<file path="src/logic/mem_ui_pkg.sv">
// User-side protocol of the DDR controller.
package mem_ui_pkg;

  // Width of app_cmd.
  localparam int unsigned cmd_width = 3;

  // Only write and read are issued here.
  localparam logic [cmd_width-1:0] cmd_write = 3'd0;
  localparam logic [cmd_width-1:0] cmd_read  = 3'd1;

  // Beats per command on both the write and the read side.
  localparam int unsigned burst_beats = 2;

endpackage

</file>
<file path="src/logic/traffic_pkg.sv">
// Traffic pattern used by the exerciser.
package traffic_pkg;

  // Generator FSM states.
  typedef enum logic [1:0] {
    st_wr_wait,   // Write command posted.
    st_wr_first,  // First write beat on the bus.
    st_wr_last,   // Last write beat, app_wdf_end high.
    st_rd         // Read commands back to back.
  } gen_state_t;

  // Every pass starts here.
  localparam int unsigned start_addr = 0;

  // One burst apart.
  localparam int unsigned addr_step = 64;

endpackage

</file>
<file path="src/logic/ui_traffic_gen.sv">
module ui_traffic_gen
  import mem_ui_pkg::*, traffic_pkg::*;
#(
  parameter int ADDR_WIDTH = 27,
  parameter int DATA_WIDTH = 32,
  parameter int NUM_BURSTS = 4
) (
  input  logic                  clk,
  input  logic                  reset,
  input  logic                  app_rdy,
  output logic                  app_en,
  output logic [cmd_width-1:0]  app_cmd,
  output logic [ADDR_WIDTH-1:0] app_addr,
  input  logic                  app_wdf_rdy,
  output logic                  app_wdf_wren,
  output logic                  app_wdf_end,
  output logic [DATA_WIDTH-1:0] app_wdf_data,
  output logic                  state_error
);

  localparam int burst_width = (NUM_BURSTS > 1) ? $clog2(NUM_BURSTS) : 1;
  localparam int beat_width  = $clog2(burst_beats + 1);

  gen_state_t             state;
  logic [burst_width-1:0] burst_cnt;
  logic [beat_width-1:0]  beat_cnt;
  logic                   last_burst;
  logic                   cmd_done;

  assign last_burst = (burst_cnt == burst_width'(NUM_BURSTS - 1));
  // Low app_en in the wait state means the command already went through.
  assign cmd_done   = app_rdy || !app_en;

  always_ff @(posedge clk) begin
    if (reset) begin
      state        <= st_wr_wait;
      app_en       <= 1'b1;  // First write pending right away.
      app_cmd      <= cmd_write;
      app_addr     <= ADDR_WIDTH'(start_addr);
      app_wdf_wren <= 1'b0;
      app_wdf_end  <= 1'b0;
      app_wdf_data <= '0;
      burst_cnt    <= '0;
      beat_cnt     <= '0;
      state_error  <= 1'b0;
    end else begin
      case (state)
        st_wr_wait: begin
          if (cmd_done && app_wdf_rdy) begin
            app_en       <= 1'b0;
            app_wdf_wren <= 1'b1;
            app_wdf_end  <= 1'b0;
            app_wdf_data <= app_wdf_data + DATA_WIDTH'(1);
            beat_cnt     <= beat_width'(1);
            state        <= st_wr_first;
          end else if (app_en && app_rdy) begin
            app_en <= 1'b0;  // Command taken while the write FIFO is full.
          end
        end
        st_wr_first: begin
          if (app_wdf_rdy) begin
            app_wdf_data <= app_wdf_data + DATA_WIDTH'(1);
            beat_cnt     <= beat_cnt + beat_width'(1);
            if (beat_cnt == beat_width'(burst_beats - 1)) begin
              app_wdf_end <= 1'b1;
              state       <= st_wr_last;
            end
          end
        end
        st_wr_last: begin
          if (app_wdf_rdy) begin
            app_wdf_wren <= 1'b0;
            app_wdf_end  <= 1'b0;
            app_en       <= 1'b1;
            if (last_burst) begin
              app_addr  <= ADDR_WIDTH'(start_addr);
              app_cmd   <= cmd_read;
              burst_cnt <= '0;
              state     <= st_rd;
            end else begin
              app_addr  <= app_addr + ADDR_WIDTH'(addr_step);
              app_cmd   <= cmd_write;
              burst_cnt <= burst_cnt + burst_width'(1);
              state     <= st_wr_wait;
            end
          end
        end
        st_rd: begin
          // One read per accepted cycle with many in flight.
          if (app_rdy) begin
            if (last_burst) begin
              app_addr  <= ADDR_WIDTH'(start_addr);
              app_cmd   <= cmd_write;
              burst_cnt <= '0;
              state     <= st_wr_wait;
            end else begin
              app_addr  <= app_addr + ADDR_WIDTH'(addr_step);
              burst_cnt <= burst_cnt + burst_width'(1);
            end
          end
        end
        default: begin
          app_en       <= 1'b0;
          app_wdf_wren <= 1'b0;
          app_wdf_end  <= 1'b0;
          state_error  <= 1'b1;  // Sticky until reset.
        end
      endcase
    end
  end

  end_has_wren: assert property (
    @(posedge clk) disable iff (reset)
    app_wdf_end |-> app_wdf_wren
  ) else $error("app_wdf_end without app_wdf_wren");

  // Command held while the controller stalls it.
  cmd_held: assert property (
    @(posedge clk) disable iff (reset)
    (app_en && !app_rdy) |=> ($stable(app_cmd) && $stable(app_addr))
  ) else $error("command changed while stalled");

endmodule

</file>
<file path="src/logic/rd_data_checker.sv">
module rd_data_checker
  import mem_ui_pkg::*;
#(
  parameter int DATA_WIDTH = 32,
  parameter int NUM_BURSTS = 4
) (
  input  logic                  clk,
  input  logic                  reset,
  input  logic                  app_rd_data_valid,
  input  logic [DATA_WIDTH-1:0] app_rd_data,
  output logic                  data_error,
  output logic                  pass_done
);

  localparam int pass_beats = NUM_BURSTS * burst_beats;
  localparam int cnt_width  = (pass_beats > 1) ? $clog2(pass_beats) : 1;

  logic [DATA_WIDTH-1:0] exp_data;
  logic [cnt_width-1:0]  beat_cnt;
  logic                  last_beat;

  assign last_beat = (beat_cnt == cnt_width'(pass_beats - 1));

  always_ff @(posedge clk) begin
    if (reset) begin
      exp_data   <= DATA_WIDTH'(1);  // Pattern starts at 1.
      beat_cnt   <= '0;
      data_error <= 1'b0;
      pass_done  <= 1'b0;
    end else begin
      pass_done <= app_rd_data_valid && last_beat;
      if (app_rd_data_valid) begin
        exp_data <= exp_data + DATA_WIDTH'(1);
        if (app_rd_data != exp_data) begin
          data_error <= 1'b1;  // Sticky.
        end
        if (last_beat) begin
          beat_cnt <= '0;
        end else begin
          beat_cnt <= beat_cnt + cnt_width'(1);
        end
      end
    end
  end

  // A pass is always more than one beat long.
  single_pass_pulse: assert property (
    @(posedge clk) disable iff (reset)
    pass_done |=> !pass_done
  ) else $error("pass_done high on consecutive cycles");

endmodule

</file>
<file path="src/logic/mem_exerciser.sv">
module mem_exerciser
  import mem_ui_pkg::*;
#(
  parameter int ADDR_WIDTH = 27,
  parameter int DATA_WIDTH = 32,
  parameter int NUM_BURSTS = 4
) (
  input  logic                  clk,
  input  logic                  reset,
  input  logic                  app_rdy,
  output logic                  app_en,
  output logic [cmd_width-1:0]  app_cmd,
  output logic [ADDR_WIDTH-1:0] app_addr,
  input  logic                  app_wdf_rdy,
  output logic                  app_wdf_wren,
  output logic                  app_wdf_end,
  output logic [DATA_WIDTH-1:0] app_wdf_data,
  input  logic                  app_rd_data_valid,
  input  logic [DATA_WIDTH-1:0] app_rd_data,
  output logic                  error,
  output logic                  pass_done
);

  logic state_error;
  logic data_error;

  ui_traffic_gen #(
    .ADDR_WIDTH (ADDR_WIDTH),
    .DATA_WIDTH (DATA_WIDTH),
    .NUM_BURSTS (NUM_BURSTS)
  ) u_gen (
    .clk          (clk),
    .reset        (reset),
    .app_rdy      (app_rdy),
    .app_en       (app_en),
    .app_cmd      (app_cmd),
    .app_addr     (app_addr),
    .app_wdf_rdy  (app_wdf_rdy),
    .app_wdf_wren (app_wdf_wren),
    .app_wdf_end  (app_wdf_end),
    .app_wdf_data (app_wdf_data),
    .state_error  (state_error)
  );

  rd_data_checker #(
    .DATA_WIDTH (DATA_WIDTH),
    .NUM_BURSTS (NUM_BURSTS)
  ) u_chk (
    .clk               (clk),
    .reset             (reset),
    .app_rd_data_valid (app_rd_data_valid),
    .app_rd_data       (app_rd_data),
    .data_error        (data_error),
    .pass_done         (pass_done)
  );

  assign error = state_error | data_error;  // Both flags already sticky.

endmodule

</file>
<file path="config.mk">
export PLATFORM = sky130hd
export DESIGN_NAME = mem_exerciser
export DESIGN_NICKNAME = d
export VERILOG_FILES = /design/src/logic/mem_ui_pkg.sv /design/src/logic/traffic_pkg.sv /design/src/logic/ui_traffic_gen.sv /design/src/logic/rd_data_checker.sv /design/src/logic/mem_exerciser.sv
export SDC_FILE = /design/constraint.sdc
export NUM_CORES = 1
export LEC_CHECK = 0
export BUFFER_PORTS_ARGS = -buffer_cell sky130_fd_sc_hd__buf_2
export CORE_UTILIZATION = 55
export CTS_CLUSTER_DIAMETER = 200
export DETAILED_ROUTE_END_ITERATION = 7
export HOLD_SLACK_MARGIN = 0.08
export PLACE_DENSITY = 0.9
export SETUP_SLACK_MARGIN = 0.1
export SYNTH_ARGS = -nofsm -noshare
export SYNTH_HDL_FRONTEND = slang
export SYNTH_SLANG_ARGS = --single-unit
</file>
<file path="constraint.sdc">
create_clock -name clk -period 2.4 [get_ports clk]
set_input_delay 0.12 -clock clk [delete_from_list [all_inputs] [get_ports clk]]
set_output_delay 0.12 -clock clk [all_outputs]
set_load 0.02 [all_outputs]
</file>
Word-level counts from Yosys, hierarchy flattened
Cells that the tools add are included.

$add $sub $neg: 6. Equal/unequal tests: 14. Mux-type cells: 38. Reduce and logical (&&, ||, !) cells: 18.

Operator list (count): 2-to-1 mux 27 bit (3); adder 32 x 1 -> 32 bit (second input constant) (2); 2-to-1 mux 32 bit (2); case mux 32 bit (2 select lines) (1); case mux 27 bit (2 select lines) (1); inequality test 32 bit (1); adder 27 x 7 -> 27 bit (second input constant) (1); 2-to-1 mux 2 bit (11); 2-to-1 mux 3 bit (4); AND reduction 3 bit (4); 2-to-1 mux 1 bit (9); case mux 2 bit (2 select lines) (2); case mux 2 bit (4 select lines) (1); equality test 2 bit (second input constant) (3); inequality test 2 x 1 -> 1 bit (second input constant) (3); inequality test 2 bit (second input constant) (3); case mux 3 bit (2 select lines) (1); AND reduction 6 bit (1); nonzero test 2 bit (3); AND reduction 5 bit (1); adder 2 x 1 -> 2 bit (second input constant) (2); equality test 2 x 1 -> 1 bit (second input constant) (2); case mux 1 bit (2 select lines) (2); AND reduction 4 bit (1); 10 further kinds (12).

Bits in registers: 108. Input port bits: 37. Logic and storage cells: 89.

Longest topological paths before layout
Gate-level depths: netlist (run 1).

Depth in word-level cells: 5. Depth in mapped cells: 7. Gate-level depth less buffers: 6.

Cells and area by module
Synthesis (run 1) repeated with hierarchy kept, for this count alone.

Cell total of the unflattened synthesis: 574. Area total of the unflattened synthesis: 5057.4 µm².

By module, submodules not included: ui_traffic_gen (times used 1, cells each 347, area an instance 2984.1 µm², seq. area each 1261.2 µm²); rd_data_checker (times used 1, cells each 226, area an instance 2067.0 µm², seq. area each 740.7 µm²); mem_exerciser (times used 1, cells each 1, area an instance 6.3 µm², seq. area each 0.0 µm²).

Worst setup path after synthesis (run 1)
No wires, ideal clock.

Kind: register to register. From: register u_gen.app_wdf_data[9]. To: register u_gen.app_wdf_data[31]. Setup time: 0.070 ns. Data arrival time: 2.289 ns. Required time: 2.330 ns. Setup slack: 0.041 ns. Cell stages (with the launch flop): 7. Period minus slack after synthesis: 2.359 ns. Cell sequence: dfxtp_1 > nand4_2 > or4_1 > buf_2 > or4_4 > or3_1 > a21oi_1.

Word-level cells in the longest chain between the ends: 3. Elaborated cells between the ends (all ways): 4. Classes of those cells: add/sub (1); mux (3).

RTL lines: start, declared (RTL line ui_traffic_gen.sv:17) `output logic [DATA_WIDTH-1:0] app_wdf_data,`; start signal, assigned (RTL line ui_traffic_gen.sv:53) `app_wdf_data <= app_wdf_data + DATA_WIDTH'(1);`; start signal, assigned (RTL line ui_traffic_gen.sv:62) `app_wdf_data <= app_wdf_data + DATA_WIDTH'(1);`; adder 32 x 1 -> 32 bit (*) (RTL line ui_traffic_gen.sv:53, ui_traffic_gen.sv:62); 2-to-1 mux 32 bit (on tied branches) (RTL line ui_traffic_gen.sv:61, ui_traffic_gen.sv:49); case mux 32 bit (2 select lines) (*) (RTL line ui_traffic_gen.sv:47) `case (state)`.

Every way passes the cells marked *; elsewhere a longest branch is shown, timed or not. The select of a mux whose other input is x is not followed. A chain may end at the register's enable or synchronous reset.

Final worst setup path (run 1)
Ends and elaborated chain as after synthesis.

==> results of run 1 <==
-- cells in the mapped netlist --
cell,number
nand2b_1,4
and4_2,1
clkbuf_1,21
and4_1,9
and4b_1,1
xor2_1,49
nand4_1,19
or4_4,1
conb_1,1
a21o_1,1
buf_4,8
and2_1,5
nor2b_1,3
a211oi_1,2
nor3b_1,1
nand2_1,38
or4_1,3
or4_2,1
nor2_1,89
nand3b_1,1
buf_2,1
mux2_2,1
and3_1,8
o31ai_1,1
buf_1,2
or3_1,10
o311ai_0,1
a22oi_1,1
a31o_2,2
ha_1,7
xnor2_1,54
nand4_2,1
inv_1,17
a21oi_1,22
or3b_2,1
nor3_1,31
o21bai_1,1
o21ai_0,15
mux2i_1,4
nor4_1,20
dfxtp_1,100
nand3_1,29
or3_2,2
nand4b_1,1
-- stage by stage --
step / power [uW] / util / std cells
after floorplan: 1890 / - / 597
after global routing: 3200 / 0.656 / 790
after global placement: 1950 / 0.630 / 775
after detailed placement: 1960 / 0.630 / 775
after CTS: 3100 / 0.655 / 790
final: 3080 / 0.656 / 790
-- area by class of cell --
class / instances / area [um^2] / area share
Inverter: 17 / 63.8 / 0.0112
Timing Repair Buffer: 102 / 528 / 0.0928
Clock inverter: 4 / 73.8 / 0.0130
Sequential cell: 100 / 2010 / 0.353
Tap cell: 108 / 135 / 0.0237
Multi-Input combinational cell: 448 / 2740 / 0.482
Clock buffer: 11 / 141 / 0.0248
-- per-layer routing --
| metal | up-vias | part of all wire | routed length, um | global-route usage |
|---|---|---|---|---|
| met5 | - | 0 | 0 | 0 |
| met4 | 0 | 0.031 | 357 | 0.0987 |
| met3 | 35 | 0.058 | 664 | 0.0535 |
| met2 | 163 | 0.49 | 5560 | 0.405 |
| met1 | 2118 | 0.42 | 4840 | 0.309 |
| li1 | 2179 | - | - | - |
-- power breakdown --
part | leakage [uW] | switching (uW) | total [uW] | internal [uW]
registers | 0.000811 | 26.2 | 1710 | 1680
logic | 0.00135 | 129 | 214 | 85.3
clock network | 0.000109 | 545 | 1160 | 611
total | 0.00227 | 700 | 3080 | 2380
-- worst paths after layout --
| kind | endpoint | slack [ns] | cells past startpoint |
|---|---|---|---|
| max | u_gen.app_wdf_data[31] | 0.22 | 5 |
| min | u_gen.app_cmd[0] | 0.15 | 3 |
| max reg2reg | u_gen.app_wdf_data[31] | 0.22 | 5 |
| min reg2reg | u_gen.burst_cnt[1] | 0.46 | 2 |
-- layout by cell type (no fill, tap or decap), types with 7 or more instances in the layout --
cell and count:
a21oi_1 22, and3_1 8, and4_1 9, buf_2 95, buf_4 7, clkbuf_8 10, conb_1 8, dfxtp_1 95
ha_1 7, inv_1 17, nand2_1 38, nand3_1 29, nand4_1 19, nor2_1 89, nor3_1 31, nor4_1 20
o21ai_0 15, or3_1 10, xnor2_1 54, xor2_1 49
-- state kept, by name, summed over array words and instances, names as in the netlist --
register	flops
u_chk.exp_data	32
u_chk.beat_cnt	3
u_gen.state	2
u_gen.burst_cnt	2
u_gen.app_wdf_data	32
u_gen.app_wdf_end	1
u_gen.app_en	1
u_gen.app_addr	21
u_gen.app_cmd	1
u_gen.app_wdf_wren	1
u_chk.pass_done	1
u_chk.data_error	1
u_gen.beat_cnt	2
-- kinds of logic after synthesis --
family	count (synthesis)	share of synthesized area
compound gates	46	0.0520
xor+xnor	103	0.183
buf+inv	49	0.0437
simple gates	279	0.286
fa+ha+maj	7	0.0178
mux	5	0.0104
other cells	1	0.000761
flops	100	0.406
-- critical path, cell delays in order, from the launching register on --
cell	delay, ns
dfxtp_2	0.40
nand4_2	0.15
or4_4	0.56
or4_4	0.51
or3_1	0.36
a21oi_1	0.14
==> results.md, run 1 <==
| Step | Result | This run |
|:---|:---|:---|
| clocking | Clk_lat worst skew | 0.35 ns |
| die | Number of core rows | 34 |
| routing | Residual DRC | 0 |
| final layout | Area Growth Syn to Fin | 15.5% |
| clocking | Master cell of the clock root buffer | clkbuf_8 |
| setup path | Highest net fanout along the worst path | 6 |
| power | Static leakage power | 0.00227 uW |
| sta | Final period util | 0.907 |
| hold path | Startpoint of the lowest-slack hold path | app_wdf_rdy |
| routing | Detailed Route WL | 11400 um |
| routing | DRC violation total after the first TritonRoute iteration | 240 |
| place | Dpl cell area | 0.00547 mm^2 |
| sta | Actual slew at the worst max-slew pin | 0.683 ns |
| die | DIE AREA | 0.00934 mm^2 |
| logic synthesis | Portion of the post-synthesis area used by sequential elements | 0.406 |
| routing | Remaining antenna violation count after routing | 0 |
| grt | Sum of overflow across all layers after global routing | 0 |
| grt | Global-route wire length before repair | 19200 um |
| grt | Aggregate global-route resource usage | 0.245 |
| sta | Worst rel slew slack | 0.540 |
| clocking | Post-CTS setup repair buffer count | 0 |
| setup path | Startpoint types | flip-flop |
| final layout | Filler instances | 716 |
| routing | Per-cell via count in the routed design | 5.69 |
| sta | Number of max-slew violations in the final report | 0 |
| setup path | Crit end category | flip-flop |
| place | Port buffer count | 95 |
| setup path | Classification of the worst setup path | flip-flop to flip-flop |
| die | Core Box Area | 0.00868 mm^2 |
| clocking | Max H-tree Level | 3 |
| logic synthesis | Cell type with the largest total area after synthesis | dfxtp_1 |
| setup path | Startpoint of the worst-slack reg-to-reg timing path | u_gen.app_wdf_data[9] |
| hold path | Worst min-delay path category | input port to flip-flop |
| logic synthesis | Cell count after synthesis | 590 |
| clocking | CTS-repair resized insts | 0 |
| sta | Setup TNS Final | 0 ns |
| logic synthesis | Synth unique cells | 44 |
| clocking | TritonCTS Sinks | 100 |
| logic synthesis | Number of flip-flops and latches in the synthesized netlist | 100 |
| clocking | Quantity of hold-fixing buffers added after cts | 0 |
| clocking | Clock edge transition at the registers on the reported setup and hold paths | 0.09 ns |
| sta | Worst setup margin | 0.224 ns |
| status | Run status | finished, final reports clean |
| power | Power per standard cell area | 541 mW/mm^2 |
| clocking | Number of buffers inserted during clock tree synthesis | 9 |
| setup path | Worst endpoint required time | 2.69 ns |
| sta | Hold Violations, Final | 0 |
| die | Chip height | 96.7 um |
| logic synthesis | Total standard cell area after synthesis | 0.00493 mm^2 |
| final layout | Ratio of cells with drive above 1 in the final layout | 0.194 |
| setup path | Worst setup path startpoint | u_gen.app_wdf_data[9] |
| sta | Setup repair after global routing missed its margin | false |
| logic synthesis | Yosys top cell area share | 0.406 |
| grt | Maximum number of pins on one net before global-route repair | 41 |
| sta | Setup violation total in the final timing report | 0 |
| die | Starting density of the core | 0.568 |
| logic synthesis | Leading post-synthesis cells by cell area | dfxtp_1 (41%), xnor2_1 (9.6%), xor2_1 (8.7%) |
| sta | Shortest period the worst path allows | 2.18 ns |
| place | HPWL after detailed placement | 8240 um |
| sta | Clock skew after layout | 0.0104 ns |
| die | IO Pins | 104 |
| place | Worst slack at placement | 0.199 ns |
| sta | Upper clock frequency limit | 0.459 GHz |
| clocking | Clock Path Buffers | 2 |
| logic synthesis | Mean post-synth cell area | 8.35 um^2 |
| die | Die width | 96.7 um |
| grt | Via count of the first global-routing pass | 4240 |
| flow run | Maximum Capacitance Violations | 0 |
| logic synthesis | Number of warnings printed during yosys synthesis | 0 |
| routing | Number of detailed-route iterations in the first pass | 5 |
| final layout | Number of nets at the end of the flow | 722 |
| setup path | Arrival time of the worst setup path | 2.47 ns |
| routing | Average routed wire per standard cell | 14.4 um |
| grt | Number of antenna violations at the first check in global routing | 0 |
| clocking | TritonCTS clock tree | done |
| final layout | Total non-filler cell area in the finished layout | 0.00569 mm^2 |
| final layout | Number of inserted diodes | 0 |
| power | Max VDD drop | 0.330 mV |
| sta | Worst Hold Slack | 0.151 ns |
| routing | Via count of the routed design | 4495 |
| place | Routability Congestion | 0.850 |
Power figures use the tool's default switching activity.
==> run 2: changes to the inputs <==
--- a/config.mk
+++ b/config.mk
@@ -6,11 +6,13 @@
 export NUM_CORES = 1
 export LEC_CHECK = 0
 export BUFFER_PORTS_ARGS = -buffer_cell sky130_fd_sc_hd__buf_2
-export CORE_UTILIZATION = 55
+export CELL_PAD_IN_SITES_DETAIL_PLACEMENT = 1
+export CELL_PAD_IN_SITES_GLOBAL_PLACEMENT = 1
+export CORE_UTILIZATION = 29
 export CTS_CLUSTER_DIAMETER = 200
 export DETAILED_ROUTE_END_ITERATION = 7
 export HOLD_SLACK_MARGIN = 0.08
-export PLACE_DENSITY = 0.9
+export PLACE_DENSITY = 0.71
 export SETUP_SLACK_MARGIN = 0.1
 export SYNTH_ARGS = -nofsm -noshare
 export SYNTH_HDL_FRONTEND = slang
==> run 2 against run 1 <==
Critical path depth unchanged; first-iteration DRC count shrank 37%; register-to-register slack worse by 0.03 ns.
==> results.md, run 2 (synthesis gave the netlist of run 1 again) <==
| Step | Result | This run | Delta |
|:---|:---|:---|:---|
| status | Run status | finished, final reports clean | unchanged |
| setup path | Crit-path leading delay family | simple AND/OR/NAND/NOR gates | unchanged |
| grt | Via count of the first global-routing pass | 4509 | was 4240 |
| setup path | Series of cell instances along the critical path | nand4_2 -> or4_4 -> or4_4 -> or3_1 -> a21oi_1 | unchanged |
| place | Port buffer count | 95 | unchanged |
| power | Power per standard cell area | 594 mW/mm^2 | was 541 mW/mm^2 |
| final layout | Area Growth Syn to Fin | 21.1% | was 15.5% |
| sta | Worst rel slew slack | 0.581 | was 0.540 |
| die | Number of core rows | 47 | was 34 |
| setup path | Worst endpoint required time | 2.68 ns | was 2.69 ns |
| power | Static leakage power | 0.00234 uW | was 0.00227 uW |
| place | Routability Congestion | 0.829 | was 0.850 |
| sta | Final period util | 0.918 | was 0.907 |
| clocking | Clk_lat worst skew | 0.35 ns | about the same |
| die | Chip height | 132 um | was 96.7 um |
| final layout | Number of inserted diodes | 0 | unchanged |
| sta | Actual slew at the worst max-slew pin | 0.620 ns | was 0.683 ns |
| setup path | CP most frequent cell | or4_4 | unchanged |
| clocking | Clock Path Buffers | 2 | unchanged |
| flow run | Maximum Capacitance Violations | 0 | unchanged |
| final layout | Footprint of the multi-input gates | 0.00274 mm^2 | unchanged |
| sta | Shortest period the worst path allows | 2.20 ns | was 2.18 ns |
| grt | Number of antenna violations at the first check in global routing | 0 | unchanged |
| hold path | Worst min-delay path category | input port to flip-flop | unchanged |
| clocking | TritonCTS Sinks | 100 | unchanged |
| setup path | Flop-to-flop setup slack | 0.20 ns | was 0.22 ns |
| final layout | Most common cell after layout, fill and taps aside | dfxtp_1 |  |
| clocking | Post-CTS setup repair buffer count | 0 | unchanged |
| setup path | Number of stages on the worst setup path | 5 | unchanged |
| final layout | Number of nets at the end of the flow | 726 | was 722 |
| setup path | Maximum cell stage delay along the critical path | 0.57 ns | was 0.56 ns |
| clocking | Number of buffers inserted during clock tree synthesis | 9 | unchanged |
| sta | Clock skew after layout | 0.0129 ns | was 0.0104 ns |
| hold path | Worst hold path cell count | 3 | unchanged |
| grt | Global-route wire length before repair | 22100 um | was 19200 um |
| sta | Setup violation total in the final timing report | 0 | unchanged |
| routing | Max Used Layer | met4 | unchanged |
| routing | Wire length the detailed router placed on met1 | 6240 um | was 4840 um |
| routing | Residual DRC | 0 | unchanged |
| power | Max VDD drop | 0.348 mV | was 0.330 mV |
| die | Starting density of the core | 0.297 | was 0.568 |
| setup path | Crit-path slowest cell | or4_4 | unchanged |
| sta | Setup repair after global routing missed its margin | false | unchanged |
| sta | Setup TNS Final | 0 ns | unchanged |
| final layout | Ratio of cells with drive above 1 in the final layout | 0.198 | was 0.194 |
| setup path | Arrival time of the worst setup path | 2.48 ns | was 2.47 ns |
| grt | Maximum number of pins on one net before global-route repair | 45 | was 41 |
| die | Core Box Area | 0.0166 mm^2 | was 0.00868 mm^2 |
| grt | Sum of overflow across all layers after global routing | 0 | unchanged |
| routing | Number of detailed-route iterations in the first pass | 4 | was 5 |
| routing | Detailed Route WL | 13400 um | was 11400 um |
| sta | Number of max-slew violations in the final report | 0 | unchanged |
| routing | DRC violation total after the first TritonRoute iteration | 151 | was 240 |
| routing | Routed wl met3 | 333 um | was 664 um |
| clocking | Max H-tree Level | 3 | unchanged |
| clocking | Master cell of the clock root buffer | clkbuf_16 | was clkbuf_8 |
| final layout | Area used by sequential logic in the layout | 0.00201 mm^2 | about the same |
| final layout | Most frequent cells in the layout | dfxtp_1 (96), buf_2 (95), nor2_1 (89) | was buf_2 (95), dfxtp_1 (95), nor2_1 (89) |
| setup path | Highest net fanout along the worst path | 6 | unchanged |
| place | HPWL after detailed placement | 10100 um | was 8240 um |
| final layout | Largest regs | u_chk.exp_data x32, u_gen.app_wdf_data x32, u_gen.app_addr x21 | unchanged |
| routing | Met2 layer wire length in the routed design | 6530 um | was 5560 um |
| die | Die width | 132 um | was 96.7 um |
| setup path | Classification of the worst setup path | flip-flop to flip-flop | unchanged |
| routing | Via count of the routed design | 4407 | was 4495 |
| routing | Average routed wire per standard cell | 14.8 um | was 14.4 um |
| routing | Remaining antenna violation count after routing | 0 | unchanged |
| setup path | Crit end category | flip-flop | unchanged |
| clocking | TritonCTS clock tree | done | unchanged |
| routing | Per-cell via count in the routed design | 4.86 | was 5.69 |
| die | DIE AREA | 0.0175 mm^2 | was 0.00934 mm^2 |
| setup path | Startpoint types | flip-flop | unchanged |
| final layout | Filler instances | 2037 | was 716 |
| sta | Upper clock frequency limit | 0.454 GHz | was 0.459 GHz |
| setup path | Worst Reg-to-Reg Cells | 5 | unchanged |
| setup path | Number of buffers and inverters on the critical path | 0 | unchanged |
| sta | Hold Violations, Final | 0 | unchanged |
| die | IO Pins | 104 | unchanged |
| power | Final Total Pwr | 3540 uW | was 3080 uW |
| clocking | Clock edge transition at the registers on the reported setup and hold paths | 0.07 ns | was 0.09 ns |
| grt | Aggregate global-route resource usage | 0.156 | was 0.245 |
## run 2: cell count changes in the layout (fill, tap and decap cells not counted)
cell       previous run  this run
clkbuf_16             0         9
clkbuf_8             10         1
buf_4                 7        11
dfxtp_1              95        96
dfxtp_2               5         4
inv_6                 0         1
## run 2: worst reg2reg max path: cells and delay by family (launching register included)
family	cells	cell delay [ns]
AOI/OAI and AO/OA	1	0.15
and+or+nand+nor	4	1.61
DFF	1	0.38
## run 2: layout make-up
type                       instances  area share
inverter                          17      0.0107
clock buffer                      11      0.0407
tap                              220      0.0461
timing repair buffer             106      0.0935
clock inverter                     5      0.0138
multi-input combinational        448       0.459
sequential                       100       0.336
## run 2: path summary, 6_finish.rpt
| check | to | startpoint |
|---|---|---|
| hold reg to reg | u_gen.app_cmd[0] | u_gen.app_cmd[0] |
| setup reg to reg | u_gen.app_wdf_data[31] | u_gen.app_wdf_data[9] |
| setup / recovery | u_gen.app_wdf_data[31] | u_gen.app_wdf_data[9] |
| hold / removal | u_gen.app_cmd[0] | app_wdf_rdy |
## run 2: power breakdown
| group | internal, uW | switching (uW) |
|---|---|---|
| Combinational | 85.9 | 138 |
| Clock | 948 | 667 |
| Sequential | 1680 | 25.4 |
## run 2: timing repair
action / 4_1_cts / 5_1_grt
endpoints found under the hold margin: 0 / 0
hold buffers: 0 / 0
setup endpoints to repair: 0 / 1
resized for setup: 0 / 1
## run 2: per-stage QoR
stage / cell area, um^2 / cells / hold WS, ns / setup WS (ns) / utilization
after global routing: 5970 / 907 / 0.173 / 0.143 / 0.360
after floorplan: 4960 / 597 / 0.367 / 0.140 / -
after CTS: 5970 / 907 / 0.125 / 0.153 / 0.360
after global placement: 5640 / 891 / 0.448 / 0.230 / 0.340
after detailed placement: 5640 / 891 / 0.477 / 0.166 / 0.340
final: 5970 / 907 / 0.138 / 0.197 / 0.360
## run 2: metal layers
layer	GRT usage	vias up
met4	0.0683	0
li1	-	2182
met3	0.0227	17
met1	0.194	2130
met2	0.268	78
met5	0	-
